<file path="config.mk">
export PLATFORM = sky130hd
export DESIGN_NAME = loadstore_unit_flat
export DESIGN_NICKNAME = d
export VERILOG_FILES = /design/src/source/lsu_pkg.sv /design/src/source/dbus_if.sv /design/src/source/agu.sv /design/src/source/dmem_extender.sv /design/src/source/loadstore_unit.sv /design/src/flat_wrapper.sv
export SDC_FILE = /design/constraint.sdc
export NUM_CORES = 1
export LEC_CHECK = 0
export ABC_AREA = 1
export BUFFER_PORTS_ARGS = -buffer_cell sky130_fd_sc_hd__buf_4
export CAP_MARGIN = 20
export CORE_ASPECT_RATIO = 1.5
export CORE_MARGIN = 2
export CORE_UTILIZATION = 52
export CTS_BUF_LIST = sky130_fd_sc_hd__clkbuf_4 sky130_fd_sc_hd__clkbuf_8
export DETAILED_ROUTE_END_ITERATION = 8
export GPL_ROUTABILITY_DRIVEN = 0
export PLACE_DENSITY = 0.8
export SLEW_MARGIN = 25
export SYNTH_ARGS = -nofsm -noshare
export SYNTH_HDL_FRONTEND = slang
export SYNTH_SLANG_ARGS = --single-unit
</file>
<file path="constraint.sdc">
create_clock -name CLK -period 1.9 [get_ports CLK]
set_input_delay 0.285 -clock CLK [delete_from_list [all_inputs] [get_ports CLK]]
set_output_delay 0.285 -clock CLK [all_outputs]
set_load 0.02 [all_outputs]
</file>
<file path="src/source/lsu_pkg.sv">
package lsu_pkg;

  // Datapath widths
  localparam int WORD_W     = 32;  // Data word width on the bus and in the register file
  localparam int ADDR_W     = 32;  // Byte address width on the data bus
  localparam int REG_ADDR_W = 5;   // Register file index width

  // Data memory geometry
  localparam int RAM_WORDS  = 256;                // Depth of the data RAM in words
  localparam int RAM_IDX_W  = $clog2(RAM_WORDS);  // Word index bits taken from addr[9:2]

  // When set, write lanes are reversed on the bus so that memory sees big-endian order
  localparam bit BUS_LITTLE_ENDIAN = 1'b1;

  // Access width and extension; stores reuse it as their width
  typedef enum logic [2:0] {
    LB  = 3'd0,  // Byte, sign extended
    LH  = 3'd1,  // Half, sign extended
    LW  = 3'd2,  // Full word
    LBU = 3'd3,  // Byte, zero extended
    LHU = 3'd4   // Half, zero extended
  } load_t;

  // One bus word seen either whole, as four byte lanes or as two half lanes
  // Lane 0 is the least significant in both views
  typedef union packed {
    logic [WORD_W-1:0]  word;    // Whole word
    logic [3:0][7:0]    bytes;   // Byte lanes
    logic [1:0][15:0]   halves;  // Half lanes
  } data_word_u;

endpackage

</file>
<file path="src/source/dbus_if.sv">
`timescale 1ns/1ps

interface dbus_if;
  import lsu_pkg::*;

  logic [ADDR_W-1:0] addr;     // Byte address of the access
  logic [WORD_W-1:0] wdata;    // Store data, already lane placed
  logic [WORD_W-1:0] rdata;    // Read word, valid in the completing cycle
  logic              ren;      // Read request, held until busy drops
  logic              wen;      // Write request, held until busy drops
  logic [3:0]        byte_en;  // Active byte lanes of the access
  logic              busy;     // High while the memory is still working on the request

  // Requesting side
  modport cpu (
    output addr, wdata, ren, wen, byte_en,
    input  rdata, busy
  );

  // Responding side
  modport mem (
    input  addr, wdata, ren, wen, byte_en,
    output rdata, busy
  );

endinterface

</file>
<file path="src/source/agu.sv">
`timescale 1ns/1ps

module agu (
  input  logic [lsu_pkg::WORD_W-1:0] port_a,
  input  logic [lsu_pkg::WORD_W-1:0] port_b,
  input  lsu_pkg::load_t             load_type,
  output logic [lsu_pkg::ADDR_W-1:0] address,
  output logic [3:0]                 byte_en_standard,
  output logic                       mal_addr
);
  import lsu_pkg::*;

  logic [1:0] offset;  // Byte offset inside the addressed word

  assign address = port_a + port_b;  // Base plus offset, wraps like the ALU add
  assign offset  = address[1:0];

  // Lane 0 is the least significant byte of the word
  always_comb begin
    byte_en_standard = 4'b0000;  // Unknown types touch no lanes
    mal_addr         = 1'b0;
    case (load_type)
      LB, LBU: begin
        byte_en_standard = 4'b0001 << offset;  // Any offset is legal for a byte
      end
      LH, LHU: begin
        byte_en_standard = offset[1] ? 4'b1100 : 4'b0011;  // Upper or lower half
        mal_addr         = offset[0];                      // Half must sit on an even byte
      end
      LW: begin
        byte_en_standard = 4'b1111;
        mal_addr         = |offset;  // Word must be word aligned
      end
      default: begin
        byte_en_standard = 4'b0000;
        mal_addr         = 1'b0;
      end
    endcase
  end

endmodule

</file>
<file path="src/source/dmem_extender.sv">
`timescale 1ns/1ps

module dmem_extender (
  input  logic [lsu_pkg::WORD_W-1:0] dmem_in,
  input  lsu_pkg::load_t             load_type,
  input  logic [3:0]                 byte_en,
  output logic [lsu_pkg::WORD_W-1:0] ext_out
);
  import lsu_pkg::*;

  data_word_u rd_word;  // Read word seen as byte or half lanes
  logic [7:0]  sel_byte;
  logic [15:0] sel_half;

  assign rd_word.word = dmem_in;

  // Pick the lane named by the one-hot byte enable
  always_comb begin
    case (byte_en)
      4'b0010: sel_byte = rd_word.bytes[1];
      4'b0100: sel_byte = rd_word.bytes[2];
      4'b1000: sel_byte = rd_word.bytes[3];
      default: sel_byte = rd_word.bytes[0];  // Lane 0 also covers an unexpected mask
    endcase
  end

  assign sel_half = (byte_en == 4'b1100) ? rd_word.halves[1] : rd_word.halves[0];

  // Extend to a full register value
  always_comb begin
    case (load_type)
      LB:      ext_out = {{(WORD_W-8){sel_byte[7]}}, sel_byte};
      LBU:     ext_out = {{(WORD_W-8){1'b0}}, sel_byte};
      LH:      ext_out = {{(WORD_W-16){sel_half[15]}}, sel_half};
      LHU:     ext_out = {{(WORD_W-16){1'b0}}, sel_half};
      LW:      ext_out = rd_word.word;  // Whole word goes through untouched
      default: ext_out = rd_word.word;
    endcase
  end

endmodule

</file>
<file path="src/source/loadstore_unit.sv">
`timescale 1ns/1ps

module loadstore_unit (
  input  logic                           CLK,
  input  logic                           nRST,
  input  logic                           issue,
  input  logic                           flush,
  input  logic                           halt,
  input  logic [lsu_pkg::WORD_W-1:0]     port_a,
  input  logic [lsu_pkg::WORD_W-1:0]     port_b,
  input  logic [lsu_pkg::WORD_W-1:0]     store_data,
  input  lsu_pkg::load_t                 load_type,
  input  logic                           dren,
  input  logic                           dwen,
  input  logic                           wen,
  input  logic [lsu_pkg::REG_ADDR_W-1:0] reg_rd,
  dbus_if.cpu                            bus,
  output logic                           busy,
  output logic                           misaligned,
  output logic                           wb_en,
  output logic [lsu_pkg::REG_ADDR_W-1:0] wb_rd,
  output logic [lsu_pkg::WORD_W-1:0]     wb_data
);
  import lsu_pkg::*;

  // Issue side, straight from the AGU
  logic [ADDR_W-1:0] address_d;
  logic [3:0]        byte_en_d;
  logic              mal_d;
  logic              accept;  // Issue taken into the stage this edge

  // Stage control, cleared by reset, flush and halt
  logic dren_q;
  logic dwen_q;
  logic wen_q;
  logic mal_q;

  // Stage payload, only loaded on accept
  logic [ADDR_W-1:0]     address_q;
  logic [WORD_W-1:0]     store_data_q;
  logic [3:0]            byte_en_q;
  load_t                 load_type_q;
  logic [REG_ADDR_W-1:0] reg_rd_q;

  data_word_u        store_repl;   // Store data copied into every lane of its width
  data_word_u        store_lanes;  // Store data as placed on the bus
  logic [WORD_W-1:0] load_ext;     // Extended load result

  agu agu_i (
    .port_a           (port_a),
    .port_b           (port_b),
    .load_type        (load_type),
    .address          (address_d),
    .byte_en_standard (byte_en_d),
    .mal_addr         (mal_d)
  );

  assign busy   = bus.busy;        // Memory still working, the stage must hold
  assign accept = issue & ~busy;   // Issue while busy is dropped, upstream holds it

  always_ff @(posedge CLK, negedge nRST) begin
    if (!nRST) begin
      dren_q <= 1'b0;
      dwen_q <= 1'b0;
      wen_q  <= 1'b0;
      mal_q  <= 1'b0;
    end else if (flush || halt) begin  // Kill the stage, even mid access
      dren_q <= 1'b0;
      dwen_q <= 1'b0;
      wen_q  <= 1'b0;
      mal_q  <= 1'b0;
    end else if (accept) begin
      dren_q <= dren;
      dwen_q <= dwen;
      wen_q  <= wen;
      mal_q  <= mal_d & (dren | dwen);  // Only memory operations can be misaligned
    end else if (!busy) begin
      // Bus done, writeback given or fault reported, so the stage empties
      dren_q <= 1'b0;
      dwen_q <= 1'b0;
      wen_q  <= 1'b0;
      mal_q  <= 1'b0;
    end
  end

  always_ff @(posedge CLK) begin
    if (accept) begin
      address_q    <= address_d;
      store_data_q <= store_data;
      byte_en_q    <= byte_en_d;
      load_type_q  <= load_type;
      reg_rd_q     <= reg_rd;
    end
  end

  // A misaligned access never reaches the bus
  assign bus.ren  = dren_q & ~mal_q;
  assign bus.wen  = dwen_q & ~mal_q;
  assign bus.addr = address_q;

  // Store width comes from the same type field as loads
  always_comb begin
    case (load_type_q)
      LB, LBU: store_repl.word = {4{store_data_q[7:0]}};
      LH, LHU: store_repl.word = {2{store_data_q[15:0]}};
      default: store_repl.word = store_data_q;
    endcase
  end

  // Writes go out lane reversed on a little-endian bus, reads keep the standard mask
  always_comb begin
    for (int i = 0; i < 4; i++) begin
      if (BUS_LITTLE_ENDIAN && dwen_q) begin
        bus.byte_en[i]       = byte_en_q[3-i];
        store_lanes.bytes[i] = store_repl.bytes[3-i];
      end else begin
        bus.byte_en[i]       = byte_en_q[i];
        store_lanes.bytes[i] = store_repl.bytes[i];
      end
    end
  end

  assign bus.wdata = store_lanes.word;

  dmem_extender dmem_extender_i (
    .dmem_in   (bus.rdata),
    .load_type (load_type_q),
    .byte_en   (byte_en_q),
    .ext_out   (load_ext)
  );

  // Loads write back in the completing bus cycle, other ops one cycle after issue
  assign wb_en      = wen_q & ~mal_q & (dren_q ? ~bus.busy : ~dwen_q);
  assign wb_rd      = reg_rd_q;
  assign wb_data    = dren_q ? load_ext : address_q;  // Non-memory result is the AGU sum
  assign misaligned = mal_q;

endmodule

</file>
<file path="src/flat_wrapper.sv">
// flat-port wrapper written by rule: the top's interface ports become plain ports
module loadstore_unit_flat import lsu_pkg::*;
  (CLK, nRST, issue, flush, halt, port_a, port_b, store_data, load_type, dren, dwen, wen, reg_rd, busy, misaligned, wb_en, wb_rd, wb_data, bus_addr, bus_wdata, bus_ren, bus_wen, bus_byte_en, bus_rdata, bus_busy);
  dbus_if bus_i ();
  input  logic CLK;
  input  logic nRST;
  input  logic issue;
  input  logic flush;
  input  logic halt;
  input  logic [lsu_pkg::WORD_W-1:0] port_a;
  input  logic [lsu_pkg::WORD_W-1:0] port_b;
  input  logic [lsu_pkg::WORD_W-1:0] store_data;
  input  lsu_pkg::load_t load_type;
  input  logic dren;
  input  logic dwen;
  input  logic wen;
  input  logic [lsu_pkg::REG_ADDR_W-1:0] reg_rd;
  output logic busy;
  output logic misaligned;
  output logic wb_en;
  output logic [lsu_pkg::REG_ADDR_W-1:0] wb_rd;
  output logic [lsu_pkg::WORD_W-1:0] wb_data;
  output wire logic [$bits(bus_i.addr)-1:0] bus_addr;
  output wire logic [$bits(bus_i.wdata)-1:0] bus_wdata;
  output wire logic [$bits(bus_i.ren)-1:0] bus_ren;
  output wire logic [$bits(bus_i.wen)-1:0] bus_wen;
  output wire logic [$bits(bus_i.byte_en)-1:0] bus_byte_en;
  input wire logic [$bits(bus_i.rdata)-1:0] bus_rdata;
  input wire logic [$bits(bus_i.busy)-1:0] bus_busy;
  assign bus_addr = bus_i.addr;
  assign bus_wdata = bus_i.wdata;
  assign bus_ren = bus_i.ren;
  assign bus_wen = bus_i.wen;
  assign bus_byte_en = bus_i.byte_en;
  assign bus_i.rdata = bus_rdata;
  assign bus_i.busy = bus_busy;
  loadstore_unit u_core (.CLK(CLK), .nRST(nRST), .issue(issue), .flush(flush), .halt(halt), .port_a(port_a), .port_b(port_b), .store_data(store_data), .load_type(load_type), .dren(dren), .dwen(dwen), .wen(wen), .reg_rd(reg_rd), .bus(bus_i), .busy(busy), .misaligned(misaligned), .wb_en(wb_en), .wb_rd(wb_rd), .wb_data(wb_data));
endmodule
</file>
==> results.txt, run 1 <==
----------------------------------------------------
[Timing]
  Number of failing setup endpoints in the final timing report ... 65
  Final setup margin ... -0.9094 ns
  Final min period ... ~2.8 ns
  Max-slew violation count ... 0
  Final TNS setup ... -36.94 ns
  Final Hold Violating Endpoints ... 0
  Maximum clock frequency ... 355.9 MHz
  Final worst path period share ... 147.9%
  RSZ-0062 raised after global routing ... true
  Worst slew slack as a fraction of its limit ... 63.22%
  Largest clock skew in the final design ... 0 ns
  Pin slew with the least headroom to its limit ... 0.5490 ns

[Worst setup path]
  Setup slack, reg-to-reg ... roughly 0.9 ns
  Worst EP arrival ... 2.52 ns
  Req. time, crit path ... ~1.6 ns
  Origin of the critical flop-to-flop path ... u_core.dren_q$_DFFE_PN0P_
  Worst setup path category ... register to output port
  Worst-path maximum fanout ... 6
  Number of cells on the worst reg-to-reg path ... 3
  Endpoint of the worst-slack reg-to-reg timing path ... u_core.dren_q$_DFFE_PN0P_
  CP Launch Type ... register
  Setup crit end kind ... output port

[Clocking]
  Maximum buffer depth of the clock tree ... 2
  Level count of the clock H-tree ... 3
  Clock transition at the register clock pins on the worst setup and hold paths after CTS ... ~0.11 ns
  CTS tree ... done
  Clock Sink Count ... 80
  Num CTS Buffers ... 9
  Worst skew pair latency ... ~0.37 ns
  Root Buffer Master ... sky130_fd_sc_hd__clkbuf_8

[Synthesis]
  Biggest area consumer among synthesized cells ... sky130_fd_sc_hd__edfxtp_1
  Largest cells by area after synthesis ... sky130_fd_sc_hd__edfxtp_1 33%, sky130_fd_sc_hd__nand2_1 21%, sky130_fd_sc_hd__inv_1 7.6%, sky130_fd_sc_hd__ha_1 5.6%, sky130_fd_sc_hd__a21oi_1 5.1%
  Avg Synthesized Cell Area ... approximately 6.6 µm²
  Number of distinct library cells after synthesis ... 35
  Number of nets in the synthesized netlist ... around 1200
  Part of the Yosys area used for sequential elements ... approximately 34%
  Area share of the largest cell type after synthesis ... 32.95%
  Number of synthesized register bits ... 80
  Number of instances in the synthesized netlist ... 1050
  Total standard cell area after synthesis ... slightly below 7000 µm²
  Number of synthesis warnings ... 0

[Drt]
  Sum of routed wire length over all layers ... 31650 µm
  Detailed-routing iteration count for the pre-antenna-repair pass ... 5
  Antenna-violating nets left ... 0
  Residual DRC ... 0
  Vias after detailed routing ... approximately 9100
  First DRT Iteration DRCs ... 710
  WL per Instance ... 19.98 µm
  Via count normalized by instance count ... 5.758

[Power and ir drop]
  Sw power ... between 2000 and 3000 µW
  Pleak ... 0.005693 µW
  Combinational power share ... 46.0%
  Share of power burned in registers ... about a third
  Part of the total power dissipated in the clock network ... just over 20%
  Worst IR Drop VDD ... between 0.3 and 0.4 mV
  Power per standard cell area ... 611.0 nW/µm²
  Switching power as a share of total power ... just under 40%
  Cell-internal power ... between 4000 and 5000 µW

[Worst hold path]
  Startpoint of the worst hold path ... store_data[5]
  Type of the tightest min-delay check ... primary input to register
  Hold Path Stages ... 1
  Hold path endpoint ... u_core.store_data_q[5]$_DFFE_PP_

[Die]
  Initial cell density of the core ... 53.21%
  Num ports ... around 260
  Number of rows created at floorplan ... ~50
  Area of the die ... between 10000 and 15000 µm²
  Floorplan die height ... 145.4 µm
  Die Width ... 98.24 µm
  Std-Cell Core Area ... 13020 µm²

[Status]
  Run status ... complete, but fails checks
  Violated checks ... setup timing

[GRT]
  First-pass GRT wire length ... roughly 44000 µm
  Number of antenna violations at the first check in global routing ... 0
  Vias in the first global route ... between 8000 and 9000
  Pin count of the biggest net entering global routing ... 43
  Overall track demand over capacity in global routing ... 39.07%
  Gr ovfl total ... 0

[Layout]
  Number of nets in the finished design ... between 1500 and 2000
  Area Growth Syn to Fin ... 57.64%
  Commonest non-fill, non-tap cell in the layout ... sky130_fd_sc_hd__buf_4
  Fraction of layout instances using a drive strength above 1 ... between 30% and 40%
  End-of-flow core utilization ... a little over four fifths
  Commonest cells after routing, fill and taps aside ... 345 x sky130_fd_sc_hd__buf_4, 339 x sky130_fd_sc_hd__nand2_1, 135 x sky130_fd_sc_hd__inv_1
  Final antenna diode count ... 0
  Number of fill cells in the layout ... 816

[Placement]
  IO buf count ... approximately 250
  Placed wire-length estimate ... slightly above 20000 µm

[Job]
  Maxcap violations ... 0

----------------------------------------------------
## worst max-delay path: stages (launching register included)
cell	delay, ns
sky130_fd_sc_hd__edfxtp_1	0.46
sky130_fd_sc_hd__nor2_4	0.18
sky130_fd_sc_hd__inv_2	0.11
sky130_fd_sc_hd__nand2_4	0.15
sky130_fd_sc_hd__inv_8	0.08
sky130_fd_sc_hd__buf_4	0.17
sky130_fd_sc_hd__buf_4	0.17
sky130_fd_sc_hd__a21oi_2	0.17
sky130_fd_sc_hd__nand3_1	0.28
sky130_fd_sc_hd__nand2_1	0.16
sky130_fd_sc_hd__inv_1	0.06
sky130_fd_sc_hd__buf_4	0.15
## registers in the layout, indices dropped and copies added (netlist names)
name,count
u_core.wen_q,1
u_core.byte_en_q,4
u_core.wb_rd,5
u_core.misaligned,1
u_core.dren_q,1
u_core.load_type_q,3
u_core.dwen_q,1
u_core.bus.addr,32
u_core.store_data_q,32
## synth_stat cells
cell type / instances
sky130_fd_sc_hd__buf_2: 9
sky130_fd_sc_hd__dfrtp_1: 4
sky130_fd_sc_hd__nand3b_1: 8
sky130_fd_sc_hd__clkbuf_1: 18
sky130_fd_sc_hd__clkinv_1: 1
sky130_fd_sc_hd__o211ai_1: 9
sky130_fd_sc_hd__ha_1: 31
sky130_fd_sc_hd__o21ai_2: 1
sky130_fd_sc_hd__inv_1: 141
sky130_fd_sc_hd__buf_6: 2
sky130_fd_sc_hd__nor4_1: 1
sky130_fd_sc_hd__or2_2: 17
sky130_fd_sc_hd__o211ai_2: 1
sky130_fd_sc_hd__nand4_1: 7
sky130_fd_sc_hd__buf_4: 3
sky130_fd_sc_hd__xnor2_1: 2
sky130_fd_sc_hd__nor2_1: 76
sky130_fd_sc_hd__fa_1: 1
sky130_fd_sc_hd__a31oi_1: 2
sky130_fd_sc_hd__nor2_4: 2
sky130_fd_sc_hd__nand3_1: 63
sky130_fd_sc_hd__and2_1: 2
sky130_fd_sc_hd__inv_2: 5
sky130_fd_sc_hd__o21ai_0: 67
sky130_fd_sc_hd__nand2_1: 384
sky130_fd_sc_hd__o21bai_1: 4
sky130_fd_sc_hd__o22ai_1: 2
sky130_fd_sc_hd__nor3_1: 6
sky130_fd_sc_hd__nand2_2: 1
sky130_fd_sc_hd__a21oi_1: 70
sky130_fd_sc_hd__nand3_2: 3
sky130_fd_sc_hd__xor2_1: 16
sky130_fd_sc_hd__edfxtp_1: 76
sky130_fd_sc_hd__o21a_1: 2
sky130_fd_sc_hd__o21ai_1: 13
## how the worst max path moves through the flow
stage | start | to | depth (start not counted) | slack (ns)
4_1_cts | u_core.byte_en_q[0]$_DFFE_PP_ | wb_data[6] | 11 | -0.45
6_report | u_core.load_type_q[1]$_DFFE_PP_ | wb_data[17] | 11 | -0.91
5_1_grt | u_core.byte_en_q[0]$_DFFE_PP_ | wb_data[17] | 11 | -0.96
2_1_floorplan | issue | u_core.misaligned$_DFFE_PN0P_ | 6 | -0.15
3_3_place_gp | u_core.byte_en_q[1]$_DFFE_PP_ | wb_data[17] | 7 | -0.20
3_5_place_dp | u_core.byte_en_q[0]$_DFFE_PP_ | wb_data[17] | 7 | -0.25
## repair_timing
action                                  4_1_cts  5_1_grt
resized for setup                           131       75
endpoints found under the setup margin       64       68
pin swaps                                    12       22
cloned                                        3        1
hold buffers                                  1        0
hold endpoints to repair                      4        0
buffers inserted                             19        9
## through the flow
stage | hold WS, ns | setup WS [ns] | std cells | area, µm² | power [µW]
after CTS | 0.06714 | -0.4481 | 1575 | 10580 | 6379
after floorplan | -0.01059 | -0.1530 | 1050 | 6947 | 3575
after detailed placement | 0.08527 | -0.2462 | 1536 | 9758 | 4830
after global placement | 0.08211 | -0.1960 | 1536 | 9758 | 4780
final | 0.06937 | -0.9094 | 1584 | 10920 | 6672
after global routing | 0.06490 | -0.9611 | 1584 | 10920 | 6921
## power by group through the flow
stage	clock, µW	sequential (µW)	combinational [µW]
after floorplan	0	2320	1250
after global routing	1410	2260	3260
after global placement	0	2250	2530
final	1350	2250	3070
after detailed placement	0	2260	2570
after CTS	1330	2230	2820
## metal layers
metal / up-vias / wire length (µm) / track usage [%] / part of all wire, %
li1: 4144 / - / - / -
met1: 4074 / 9382 / 38.84 / 30
met2: 670 / 16020 / 73.84 / 51
met3: 232 / 3283 / 6.100 / 10
met4: 0 / 2961 / 24.73 / 9.4
met5: - / 0 / 0 / 0
## kinds of logic after synthesis
group | synth area share (%)
and+or+nand+nor | 34.07
adders and majority gates | 5.889
DFF | 34.39
AOI/OAI and AO/OA | 13.13
buffers and inverters | 10.24
xor gates and xnor gates | 2.276
## final cells by class
| class | instances | area, µm² | share of cell area [%] |
|---|---|---|---|
| Clock buffer | 9 | 123.9 | 1.134 |
| Sequential cell | 80 | 2382 | 21.82 |
| Clock inverter | 7 | 76.32 | 0.6990 |
| Tap cell | 159 | 198.9 | 1.822 |
| Inverter | 147 | 583.1 | 5.340 |
| Timing Repair Buffer | 390 | 3222 | 29.51 |
| Multi-Input combinational cell | 792 | 4333 | 39.68 |
(Power assumes the default switching activity.)
==> run 2: changes to the inputs <==
- ABC_AREA: 1 -> unset
- CORE_UTILIZATION: 52 -> 50
- CTS_BUF_LIST: sky130_fd_sc_hd__clkbuf_4 sky130_fd_sc_hd__clkbuf_8 -> unset
- PLACE_DENSITY: 0.8 -> 0.78
==> results.txt, run 2 <==
----------------------------------------------------
[Die]
  Initial cell density of the core ... 50.64% (-2.6 points)
  Number of rows created at floorplan ... 50 (-2.0%)
  Floorplan die height ... 140.8 µm (-3.1%)
  Die Width ... 95.22 µm (-3.1%)
  Num ports ... 255 (unchanged)

[GRT]
  Gr ovfl total ... 5
  Pin count of the biggest net entering global routing ... between 40 and 50
  Overall track demand over capacity in global routing ... 67.98%

[Synthesis]
  Number of enable flip-flop cells after synthesis ... 76 (unchanged)
  Dominant synthesized flop cell ... sky130_fd_sc_hd__edfxtp_1
  Part of the Yosys area used for sequential elements ... 38.17% (+3.8 points)
  Area share of the largest cell type after synthesis ... 36.57% (+3.6 points)
  Leading post-synthesis cells by instance count ... 76 x sky130_fd_sc_hd__edfxtp_1, 71 x sky130_fd_sc_hd__nand2_1, 66 x sky130_fd_sc_hd__a21oi_1
  Number of instances in the synthesized netlist ... 691 (-34%)
  Number of synthesis warnings ... 0 (unchanged)
  Number of distinct library cells after synthesis ... 66 (+89%)
  Largest cells by area after synthesis ... sky130_fd_sc_hd__edfxtp_1 37%, sky130_fd_sc_hd__ha_1 6.2%, sky130_fd_sc_hd__mux2i_1 6.1%, sky130_fd_sc_hd__a21oi_1 5.3%, sky130_fd_sc_hd__nand2_1 4.3%
  Number of nets in the synthesized netlist ... 868 (-29%)
  Number of synthesized register bits ... 80 (unchanged)
  Proportion of register bits with asynchronous set or reset after synthesis ... 5.000% (unchanged)
  Total standard cell area after synthesis ... 6241 µm² (-9.9%)
  Biggest area consumer among synthesized cells ... sky130_fd_sc_hd__edfxtp_1
  Avg Synthesized Cell Area ... 9.032 µm² (+37%)
  Dominant cell by count in the synthesized netlist ... sky130_fd_sc_hd__edfxtp_1

[Status]
  Run status ... did not finish
  Failing step ... 5_1_grt
  First Error ... [ERROR GRT-0232] Routing congestion too high. Check the congestion heatmap in the GUI.

[Timing]
  GR repair worst EP ... wb_data[9]
  Worst endpoint type ... top-level output

[Clocking]
  Maximum buffer depth of the clock tree ... 2 (unchanged)
  Level count of the clock H-tree ... 3 (unchanged)
  Num CTS Buffers ... 9 (unchanged)
  Root Buffer Master ... sky130_fd_sc_hd__clkbuf_16
  Clock Sink Count ... 80 (unchanged)

[Placement]
  IO buf count ... 254 (unchanged)
  Placed wire-length estimate ... 18380 µm (-11%)

----------------------------------------------------
-- run 2: timing repair --
action                     in CTS
pin swaps                      63
gates cloned                    3
setup buffers                  37
hold buffers                    1
resized for setup             136
hold endpoints to repair        4
setup endpoints to repair      80
-- run 2: stage by stage --
stage / util [%] / instances / setup TNS [ns] / cell area, µm² / setup WS, ns
2_1_floorplan: - / 691 / -5.381 / 6992 / -0.2470
3_3_place_gp: 79.20 / 1167 / -22.45 / 9761 / -0.4904
4_1_cts: 90.14 / 1224 / -38.29 / 11110 / -0.6906
3_5_place_dp: 79.20 / 1167 / -27.52 / 9761 / -0.5690
-- run 2: cells by family after synthesis --
family                   after synthesis  synth area share [%]
XOR/XNOR                              32                 4.491
AO/OA/AOI/OAI                        239                 25.12
adder cells (fa/ha/maj)               32                 6.536
multiplexers                          44                 7.177
flip-flops                            80                 38.17
AND/OR/NAND/NOR                      196                 14.23
buffers and inverters                 68                 4.270
-- run 2: per-layer routing --
metal	overflow	global-route usage (%)
met5	0	16.67
met4	2	70.86
met3	0	46.93
met2	3	88.25
met1	0	65.87
==> run 3: changes to the inputs <==
- CORE_ASPECT_RATIO: 1.5 -> unset
- CORE_UTILIZATION: 50 -> 40
- PLACE_DENSITY: 0.78 -> unset
- PLACE_DENSITY_LB_ADDON: unset -> 0.15
==> results.txt, run 3 <==
----------------------------------------------------
[Drt]
  Antenna-violating nets left ... 0
  WL per Instance ... between 15 and 20 µm
  Detailed-routing iteration count for the pre-antenna-repair pass ... 5
  Sum of routed wire length over all layers ... 24960 µm
  Via count normalized by instance count ... between 5 and 6
  Residual DRC ... 0
  Vias after detailed routing ... just over 7000
  First DRT Iteration DRCs ... around 510

[Die]
  Die Width ... 128.9 µm (+35%)
  Area of the die ... 16620 µm²
  Floorplan die height ... 128.9 µm (-8.5%)
  Number of rows created at floorplan ... 45 (-10%)
  Std-Cell Core Area ... ~15000 µm²
  Num ports ... 255 (unchanged)
  Initial cell density of the core ... 41.05% (-9.6 points)

[Layout]
  Commonest non-fill, non-tap cell in the layout ... sky130_fd_sc_hd__buf_4
  Number of nets in the finished design ... around 1200
  Final antenna diode count ... 0
  Fin cells ... ~1300
  Area Growth Syn to Fin ... 81.38%
  Fraction of layout instances using a drive strength above 1 ... between 50% and 60%
  Commonest cells after routing, fill and taps aside ... 343 x sky130_fd_sc_hd__buf_4, 76 x sky130_fd_sc_hd__edfxtp_1, 65 x sky130_fd_sc_hd__nand2_1

[Power and ir drop]
  Cell-internal power ... around 4700 µW
  Sw power ... between 2000 and 3000 µW
  Part of the total power dissipated in the clock network ... between 20% and 30%
  Total power consumption of the routed design ... just over 7000 µW
  Pleak ... about 0.0048 µW
  Combinational power share ... a little over two fifths
  Share of power burned in registers ... 31.3%
  Switching power as a share of total power ... 34.87%
  Power per standard cell area ... ~640 nW/µm²
  Worst IR Drop VDD ... about 0.58 mV

[Placement]
  Cell count after placement ... 1200 (+2.8%)
  Worst setup slack before clock tree synthesis ... -0.5487 ns (+0.02027 ns)
  Placed wire-length estimate ... 17570 µm (-4.4%)
  IO buf count ... 254 (unchanged)

[Worst setup path]
  Req. time, crit path ... roughly 1.6 ns
  Worst setup path category ... register to output port
  Origin of the critical flop-to-flop path ... u_core.dren_q$_DFFE_PN0P_
  Buffer and inverter count on the worst path ... 2
  Setup slack, reg-to-reg ... 0.58 ns
  Number of cells on the worst reg-to-reg path ... 5
  CP top delay family ... compound AO/OA/AOI/OAI gates
  Worst-path maximum fanout ... 7
  CP Launch Type ... register
  Setup crit end kind ... output port
  Slowest cell delay on critical path ... approximately 0.47 ns
  Ordered cell list for the critical path ... buf_4, xor2_1, o21ai_1, o21ai_1, o21ai_1, nor2b_4, o21ai_4, a221oi_4, buf_6
  Endpoint of the worst-slack reg-to-reg timing path ... u_core.dren_q$_DFFE_PN0P_
  Worst EP arrival ... roughly 2.4 ns
  Most frequent CP cell ... sky130_fd_sc_hd__o21ai_1
  Critical Path Slowest Stage Cell ... sky130_fd_sc_hd__edfxtp_1

[Job]
  Maxcap violations ... 0

[GRT]
  Number of antenna violations at the first check in global routing ... 0
  Top Usage Layer GRT ... met2
  Met1 capacity usage during global routing ... about a third
  First-pass GRT wire length ... approximately 35000 µm
  Vias in the first global route ... around 6800
  Met3 Use GR ... under 10%
  Pin count of the biggest net entering global routing ... 47
  Met2 demand-to-capacity share in global routing ... between 40% and 50%
  Gr ovfl total ... 0
  Overall track demand over capacity in global routing ... 26.83%

[Status]
  Violated checks ... setup timing
  Run status ... complete, but fails checks

[Synthesis]
  Area share of the largest cell type after synthesis ... 36.57% (unchanged)
  Number of distinct library cells after synthesis ... 66 (unchanged)
  Number of enable flip-flop cells after synthesis ... 76 (unchanged)
  Number of instances in the synthesized netlist ... 691 (unchanged)
  Number of nets in the synthesized netlist ... 868 (unchanged)
  Leading post-synthesis cells by instance count ... 76 x sky130_fd_sc_hd__edfxtp_1, 71 x sky130_fd_sc_hd__nand2_1, 66 x sky130_fd_sc_hd__a21oi_1
  Total standard cell area after synthesis ... 6241 µm² (unchanged)
  Dominant cell by count in the synthesized netlist ... sky130_fd_sc_hd__edfxtp_1
  Number of synthesized register bits ... 80 (unchanged)
  Proportion of register bits with asynchronous set or reset after synthesis ... 5.000% (unchanged)
  Part of the Yosys area used for sequential elements ... 38.17% (unchanged)
  Largest cells by area after synthesis ... sky130_fd_sc_hd__edfxtp_1 37%, sky130_fd_sc_hd__ha_1 6.2%, sky130_fd_sc_hd__mux2i_1 6.1%, sky130_fd_sc_hd__a21oi_1 5.3%, sky130_fd_sc_hd__nand2_1 4.3%
  Avg Synthesized Cell Area ... 9.032 µm² (unchanged)
  Dominant synthesized flop cell ... sky130_fd_sc_hd__edfxtp_1
  Number of synthesis warnings ... 0 (unchanged)
  Biggest area consumer among synthesized cells ... sky130_fd_sc_hd__edfxtp_1

[Clocking]
  Clock transition at the register clock pins on the worst setup and hold paths after CTS ... 0.07 ns
  Num CTS Buffers ... 9 (unchanged)
  Clock Sink Count ... 80 (unchanged)
  Level count of the clock H-tree ... 3 (unchanged)
  Root Buffer Master ... sky130_fd_sc_hd__clkbuf_16
  Worst skew pair latency ... 0.34 ns
  Maximum buffer depth of the clock tree ... 2 (unchanged)
  CTS tree ... done

[Timing]
  Worst slew slack as a fraction of its limit ... 65.34%
  Final Hold Violating Endpoints ... 0
  RSZ-0062 raised after global routing ... true
  Max-slew violation count ... 0
  Largest clock skew in the final design ... 0 ns
  Pin slew with the least headroom to its limit ... 0.5180 ns
  Maximum clock frequency ... approximately 370 MHz
  Final worst path period share ... 142.9%
  Number of failing setup endpoints in the final timing report ... slightly below 70
  Final min period ... between 2 and 3 ns
  Final setup margin ... -0.8160 ns

[Worst hold path]
  Hold path endpoint ... u_core.wb_rd[0]$_DFFE_PP_
  Type of the tightest min-delay check ... primary input to register
  Hold Path Stages ... 1
  Startpoint of the worst hold path ... reg_rd[0]

----------------------------------------------------
-- run 3: cell counts after synthesis --
Identical to the previous run, type by type.
-- run 3: worst max-delay path by stage --
stage / start / end / slack (ns) / depth (start not counted)
floorplan: issue / u_core.misaligned$_DFFE_PN0P_ / -0.25 / 3
global placement: port_a[0] / u_core.bus.addr[24]$_DFFE_PP_ / -0.51 / 11
detailed placement: port_a[0] / u_core.bus.addr[24]$_DFFE_PP_ / -0.55 / 11
CTS: u_core.byte_en_q[2]$_DFFE_PP_ / wb_data[12] / -0.77 / 8
global route: u_core.byte_en_q[3]$_DFFE_PP_ / wb_data[10] / -0.91 / 9
finish: u_core.byte_en_q[2]$_DFFE_PP_ / wb_data[10] / -0.82 / 9
-- run 3: through the flow --
step	cell area (µm²)	setup TNS [ns]	hold WS (ns)	utilization, %
3_5_place_dp	9796	-22.87	0.08905	64.44
2_1_floorplan	6992	-5.381	-0.01059	-
6_report	11320	-39.61	0.1097	74.46
3_3_place_gp	9796	-20.80	0.08239	64.44
5_1_grt	11320	-44.72	0.1008	74.46
4_1_cts	10700	-32.68	0.1056	70.39
-- run 3: what timing repair did --
action / 4_1_cts / 5_1_grt
setup buffers: 14 / 23
pin swaps: 18 / 44
gates cloned: 1 / 4
endpoints found under the hold margin: 4 / 0
endpoints found under the setup margin: 80 / 80
gates resized for setup: 93 / 77
hold buffers: 1 / 0
-- run 3: per-layer routing --
layer / wire, µm / vias to the layer above
li1: - / 3321
met1: 9356 / 3379
met2: 13140 / 334
met3: 1634 / 70
met4: 823 / 0
met5: 0 / -
-- run 3: power by group through the flow --
stage	Combinational, µW	Clock [µW]	Sequential [µW]
final	3160	1830	2270
after global routing	3350	1920	2290
after global placement	2690	0	2280
after CTS	2920	1840	2260
after floorplan	1470	0	2350
after detailed placement	2740	0	2290
-- run 3: cells by family after synthesis --
family	share of synthesized area, %
xor+xnor	4.491
buf+inv	4.270
flops	38.17
fa+ha+maj	6.536
simple gates	14.23
mux	7.177
compound gates	25.12
-- run 3: cell type report --
cell class	count	area (µm²)
clock inverter	7	83.83
timing repair buffer	404	3431
sequential	80	2385
multi-input combinational	543	4853
inverter	27	106.4
clock buffer	9	225.2
fill	1025	3882
tap	188	235.2
